--- config.mk ---
export PLATFORM = sky130hd
export DESIGN_NAME = mem_req_queue
export DESIGN_NICKNAME = d
export VERILOG_FILES = /design/src/common/dmem_pkg.sv /design/src/verilog/mem_req_queue.sv
export SDC_FILE = /design/constraint.sdc
export NUM_CORES = 1
export LEC_CHECK = 0
export BUFFER_PORTS_ARGS = -buffer_cell sky130_fd_sc_hd__buf_2
export CORE_ASPECT_RATIO = 0.6
export CORE_MARGIN = 2
export CORE_UTILIZATION = 46
export DETAILED_ROUTE_END_ITERATION = 6
export PLACE_DENSITY_LB_ADDON = 0.08
export SLEW_MARGIN = 20
export SYNTH_ARGS = -nofsm -noshare
export SYNTH_HDL_FRONTEND = slang
export SYNTH_SLANG_ARGS = --single-unit
--- constraint.sdc ---
create_clock -name clock -period 6.6 [get_ports clock]
set_clock_uncertainty 0.2 [all_clocks]
set_input_delay 0.33 -clock clock [delete_from_list [all_inputs] [get_ports clock]]
set_output_delay 0.33 -clock clock [all_outputs]
set_load 0.05 [all_outputs]
--- src/common/dmem_pkg.sv ---
/* dmem_pkg: shared types of the data-memory subsystem, covering address fields,
   access sizes, request kinds and the port bundles */
`default_nettype none

package dmem_pkg;

    localparam int lsq_size       = 8;
    localparam int num_lines      = 32;
    localparam int victim_entries = 2;
    localparam int queue_depth    = 4;
    localparam int queue_ptr_bits = $clog2(queue_depth);
    // writeback, write and read strobes per cycle
    localparam int req_sources    = 3;

    typedef logic [63:0]                    line_data_t;
    typedef logic [7:0]                     line_tag_t;
    typedef logic [$clog2(num_lines)-1:0]   line_idx_t;
    typedef logic [2:0]                     byte_off_t;
    // tag, index, offset from msb down
    typedef logic [15:0]                    mem_addr_t;
    typedef logic [lsq_size-1:0]            lsq_gnt_t;
    typedef logic [queue_ptr_bits-1:0]      queue_ptr_t;
    typedef logic [queue_ptr_bits:0]        queue_cnt_t;

    typedef enum logic [1:0] {
        byte_size,
        half_size,
        word_size,
        double_size
    } mem_size_e;

    typedef enum logic [1:0] {
        req_writeback,
        req_write,
        req_read
    } req_kind_e;

    // stores leave gnt at zero, loads leave data at zero
    typedef struct packed {
        logic       en;
        line_tag_t  tag;
        line_idx_t  idx;
        byte_off_t  offset;
        line_data_t data;
        mem_size_e  size;
        lsq_gnt_t   gnt;
    } proc_access_t;

    typedef struct packed {
        logic       en;
        line_tag_t  tag;
        line_idx_t  idx;
        line_data_t data;
    } mem_fill_t;

    typedef struct packed {
        logic       valid;
        req_kind_e  kind;
        mem_addr_t  addr;
        line_data_t data;
        mem_size_e  size;
        lsq_gnt_t   gnt;
    } mem_req_t;

endpackage

`default_nettype wire
--- src/verilog/mem_req_queue.sv ---
/* mem_req_queue: circular request queue that takes up to three strobes per cycle
   in fixed priority and hands them one at a time to the memory port */
`default_nettype none

module mem_req_queue (
    input  logic               clock,
    input  logic               reset,
    input  dmem_pkg::mem_req_t wb_req,
    input  dmem_pkg::mem_req_t wr_req,
    input  dmem_pkg::mem_req_t rd_req,
    output dmem_pkg::mem_req_t mem_req,
    input  logic               mem_ready,
    output logic               busy
);
    import dmem_pkg::*;

    mem_req_t   entries [queue_depth];
    mem_req_t   in_req [req_sources];
    queue_ptr_t push_slot [req_sources];
    queue_ptr_t head;
    queue_ptr_t tail;
    queue_ptr_t tail_next;
    queue_cnt_t count;
    queue_cnt_t push_count;
    queue_cnt_t free_slots;
    logic       pop;

    // priority order writeback, write, read
    always_comb begin
        in_req[0] = wb_req;
        in_req[1] = wr_req;
        in_req[2] = rd_req;
    end

    // valid strobes take consecutive slots from the tail
    always_comb begin
        tail_next  = tail;
        push_count = '0;
        for (int k = 0; k < req_sources; k++) begin
            push_slot[k] = tail_next;
            if (in_req[k].valid) begin
                tail_next  = tail_next + 1'b1;
                push_count = push_count + 1'b1;
            end
        end
    end

    always_ff @(posedge clock) begin
        for (int k = 0; k < req_sources; k++) begin
            if (in_req[k].valid) begin
                entries[push_slot[k]] <= in_req[k];
            end
        end
    end

    assign pop = mem_req.valid && mem_ready;

    // pointers wrap on their own since depth is a power of two
    always_ff @(posedge clock) begin
        if (reset) begin
            head  <= '0;
            tail  <= '0;
            count <= '0;
        end else begin
            tail  <= tail_next;
            count <= count + push_count - queue_cnt_t'(pop);
            if (pop) begin
                head <= head + 1'b1;
            end
        end
    end

    // head entry held until memory takes it
    always_comb begin
        mem_req       = entries[head];
        mem_req.valid = (count != '0);
    end

    // room must remain for a full cycle of strobes
    assign free_slots = queue_cnt_t'(queue_depth) - count;
    assign busy       = free_slots < queue_cnt_t'(req_sources);

endmodule

`default_nettype wire

Yosys cells after proc, flatten, opt, wreduce, memory -nomap -nowiden:

Memories as Yosys holds them, arrays and structs flattened. A register that Yosys moved wholly into a read port is not among the register bits.
Index checks and enable logic that the tools add are counted.

* multiplexer cells: 14
* magnitude comparators: 1
* reductions and logical operators: 2
* add/sub/neg operators: 9

Operator list (count)
* $mux W2: 5
* $add A2 B1 Y2 const B: 4
* $mux W1: 7
* $add A3 B1 Y3 const B: 2
* $mux W3: 2
* $add A3 B3 Y3: 1
* $lt A3 B2 Y1 const B: 1
* $reduce_bool A3 Y1: 1
* $sub A3 B1 Y3: 1
* $sub A3 B3 Y3 const A: 1
* $logic_and A1 B1 Y1: 1

* bits of input ports: 282
* output and inout bits: 94
* register bits after elaboration: 7
* word-level logic and storage cells: 30
* bits in writable memories: 372
* memories kept: 1

Memory list
* entries: words 4, width 93, read ports 1, clocked after Yosys merged registers in 1, write ports 3, line mem_req_queue.sv:17 `mem_req_t entries [queue_depth];`

Depth between registers and ports, before layout:

* depth after elaboration: 7
* depth in mapped cells: 11

Least setup slack after synthesis:

Ideal clock, no wire load.

* kind: flip-flop to flip-flop
* from: register tail[0]
* to: memory entries[3][0] (netlist name), enable pin
* library setup time: 1.107 ns
* arrival: 4.195 ns
* stages on the path, launching flop included: 9
* path slack: 1.098 ns
* path through: dfxtp_1 -> inv_1 -> ha_1 -> mux2_4 -> ha_1 -> nand2_1 -> buf_4 -> clkbuf_1 -> nand3_1

RTL lines
* start: declaration: line mem_req_queue.sv:21 `queue_ptr_t tail;`
* start signal: assignment: line mem_req_queue.sv:65 `tail <= tail_next;`
* end: declaration: line mem_req_queue.sv:17

==> flow_summary.toml <==
[clock_tree]
cts_made_buffers = 40
clkLatencyLatePin_ps = 530
htreeDepth = 2
clk_pin_slew_worst_paths_ps = 60
cts_root_buf = "clkbuf_16"
clock-sinks = 377
cts_setup_buffers = 0
cts_tree = "built"
cts_resized = 0
cts_buffer_depth = 3

[worst_setup_path]
worst_setup_path_end_kind = "register"
ff2ff_setup_slack_ps = 2200
start_kind = "register"
rr_startpoint = "tail[0]$_SDFF_PP0_"
slowest_stage = "buf_4"
cp.required_ps = 6580
worst_path_largest_cell_delay_ps = 780
reg2reg_to = "entries[3][35]$_DFFE_PP_"
crit_family = "buffers and inverters"
path_class = "reg -> reg"
worstPathArrival_ps = 4370
worstPathMaxFanout = 54
rr_worst_depth = 10
crit_chain = "inv_1, ha_1, mux2_4, inv_1, ha_1, a21boi_0, o211ai_4, nand3_4, buf_4, buf_4"
worst-path-buf-inv = 4

[sta]
finalHoldViolCount = 0
relSlewSlack = 0.255
maxSlewViolCount = 0
fin_crit_sh = 0.666
layout_min_cycle_time_ps = 4400
fmax_mhz = 228
tightest_slew_ps = 1120
rsz0062_at_grt = "false"
setup_viol = 0
fin_tns_setup_ps = 0

[synth]
ys_ff_latch = 377
synth_enable_flop_cells = 368
synth_top_area_frac = 0.493
yosysWarningCount = 0
ys_seq_area_frac = 0.501
yosys.area.top_type = "edfxtp_1"
netlist_instances = 1584
syn_avg_cell_area_um2 = 14.1
yosys_most_used_dff = "edfxtp_1"
syn_nets = 1882
synthArstFlopShare = 0
synthMostInstantiatedCell = "edfxtp_1"
synth_common_cells = "edfxtp_1 (368), mux2_2 (241), nor2_1 (189)"
synth_area_leaders = "edfxtp_1 (49%), mux2_2 (12%), mux4_2 (9.2%), mux2i_1 (8.3%), a21oi_1 (4.1%)"
synth_cell_types = 33
syn-cell-area_um2 = 22400

[die]
ios = 376
dieHeight_um = 175
start_util = 0.467
row_count = 62
core_um2 = 47900
die-width_um = 289
die_area_um2 = 50500

[global_routing]
groute.usage.overall = 0.256
grt_max_degree = 186
grt_overflow = 0
grt_pass1_wl_um = 98000
grt_pass1_vias = 16051
antenna_found_initial = 13

[power_and_ir_drop]
irDropWorstVdd_v = 0.000463
leakage_nw = 11.5
power_density_nw_per_um2 = 406

[detailed_routing]
vias = 15463
wl_per_cell_um = 23.7
wirelength_um = 64700
first_pass_iters = 6
viasPerCell = 5.65
drc = 0
drtIter0Drc = 900
drtAntennaViolNets = 0

[finish]
area_delta_synth_final_pct = 22.9
fin_cells = 2736
layout-drive-gt1-share = 0.411
nNetsFinal = 2352

[outcome]
outcome = "finished, final reports clean"

[placement]
port_buffers = 375
place.gp.congestion = 0.794
hpwl_um = 37900
dp.cells = 2497

[worst_hold_path]
hold_path_startpoint = "wb_req[20]"
hold_class = "in -> reg"
hold_end = "entries[3][20]$_DFFE_PP_"
whs_path_depth = 3

[run]
drv_cap = 0
cells in the final DEF, fill, tap and decap left out, drive strengths merged, types with 2 or more instances in the layout:
cell and n:
buf 396, dlygate4sd3 155, nand3 5, clkinv 14, mux4 92, nor2b 3, diode 13, clkbuf 55
ha 15, mux2i 186, xnor2 5, mux2 369, nand2 8, a21boi 2, edfxtp 368, nor2 189
a21oi 185, dfxtp 9, o211ai 2, inv 14, xor2 3
state kept, by name (all words and copies together) (netlist names), named ones only:
| signal | count |
|---|---|
| head | 2 |
| entries | 368 |
| count | 3 |
| tail | 2 |
logic make-up (layout without fill, tap and decap cells):
| logic type | count (synthesis) | count (layout) | synth area share |
|---|---|---|---|
| xor gates and xnor gates | 10 | 10 | 0.00519 |
| other | 0 | 13 | 0 |
| AOI/OAI and AO/OA | 191 | 191 | 0.0439 |
| DFF | 377 | 377 | 0.501 |
| muxes | 647 | 647 | 0.372 |
| adders and majority gates | 16 | 16 | 0.00927 |
| and+or+nand+nor | 206 | 206 | 0.0357 |
| buffers and inverters | 137 | 636 | 0.0330 |
where the power goes:
| group | switching (mW) | internal, mW | total (mW) | leakage [nW] |
|---|---|---|---|---|
| Clock | 0.944 | 1.22 | 2.16 | 0.599 |
| Combinational | 3.32 | 1.80 | 5.12 | 7.33 |
| Sequential | 0.212 | 3.69 | 3.90 | 3.57 |
| Total | 4.48 | 6.71 | 11.2 | 11.5 |
area by class of cell:
cell class                      instances  area (µm²)
Tap cell                              640         801
Sequential cell                       377       11200
Multi-Input combinational cell       1070       10500
Fill cell                            3953       20400
Clock inverter                         16        98.8
Inverter                               14        52.6
Timing Repair Buffer                  551        3640
Antenna cell                           13        32.5
Clock buffer                           55        1120
what timing repair did:
item	4_1_cts	5_1_grt
hold buffers	155	0
setup endpoints to repair	0	0
endpoints found under the hold margin	363	0
metrics by stage:
stage | hold slack, ps | utilization | area, µm² | setup slack (ps) | total power, mW
finish | 25.1 | 0.574 | 27500 | 2200 | 11.2
global route | 22.7 | 0.574 | 27500 | 1900 | 11.7
CTS | 0.0508 | 0.573 | 27500 | 2130 | 11.3
detailed placement | 320 | 0.515 | 24700 | 2150 | 9.04
global placement | 301 | 0.515 | 24700 | 2180 | 8.98
floorplan | 199 | - | 22400 | 1100 | 7.72
worst max-delay path by stage:
stage | from | to | slack, ps | cells past startpoint
after detailed placement | tail[0]$_SDFF_PP0_ | entries[3][54]$_DFFE_PP_ | 2150 | 10
after global routing | tail[0]$_SDFF_PP0_ | entries[3][50]$_DFFE_PP_ | 1900 | 10
after floorplan | tail[0]$_SDFF_PP0_ | entries[3][0]$_DFFE_PP_ | 1100 | 8
after global placement | tail[0]$_SDFF_PP0_ | entries[3][55]$_DFFE_PP_ | 2180 | 10
after CTS | tail[0]$_SDFF_PP0_ | entries[3][50]$_DFFE_PP_ | 2130 | 10
final | tail[0]$_SDFF_PP0_ | entries[3][35]$_DFFE_PP_ | 2200 | 10
metal layers:
layer  vias up  track usage  share of wire
met4         6       0.0750          0.025
met3       118       0.0401          0.056
met5         -            0        0.00070
met2       472        0.408           0.47
li1       7082            -              -
met1      7785        0.363           0.45
worst register-to-register path, delay by kind of cell (launching register included):
kind / cells / cell delay, ps
multiplexers: 1 / 330
adder cells (fa/ha/maj): 2 / 520
flip-flops: 1 / 470
AO/OA/AOI/OAI: 2 / 680
buffers and inverters: 4 / 1580
AND/OR/NAND/NOR: 1 / 240
Note: power is estimated with default switching activity, not from simulation.
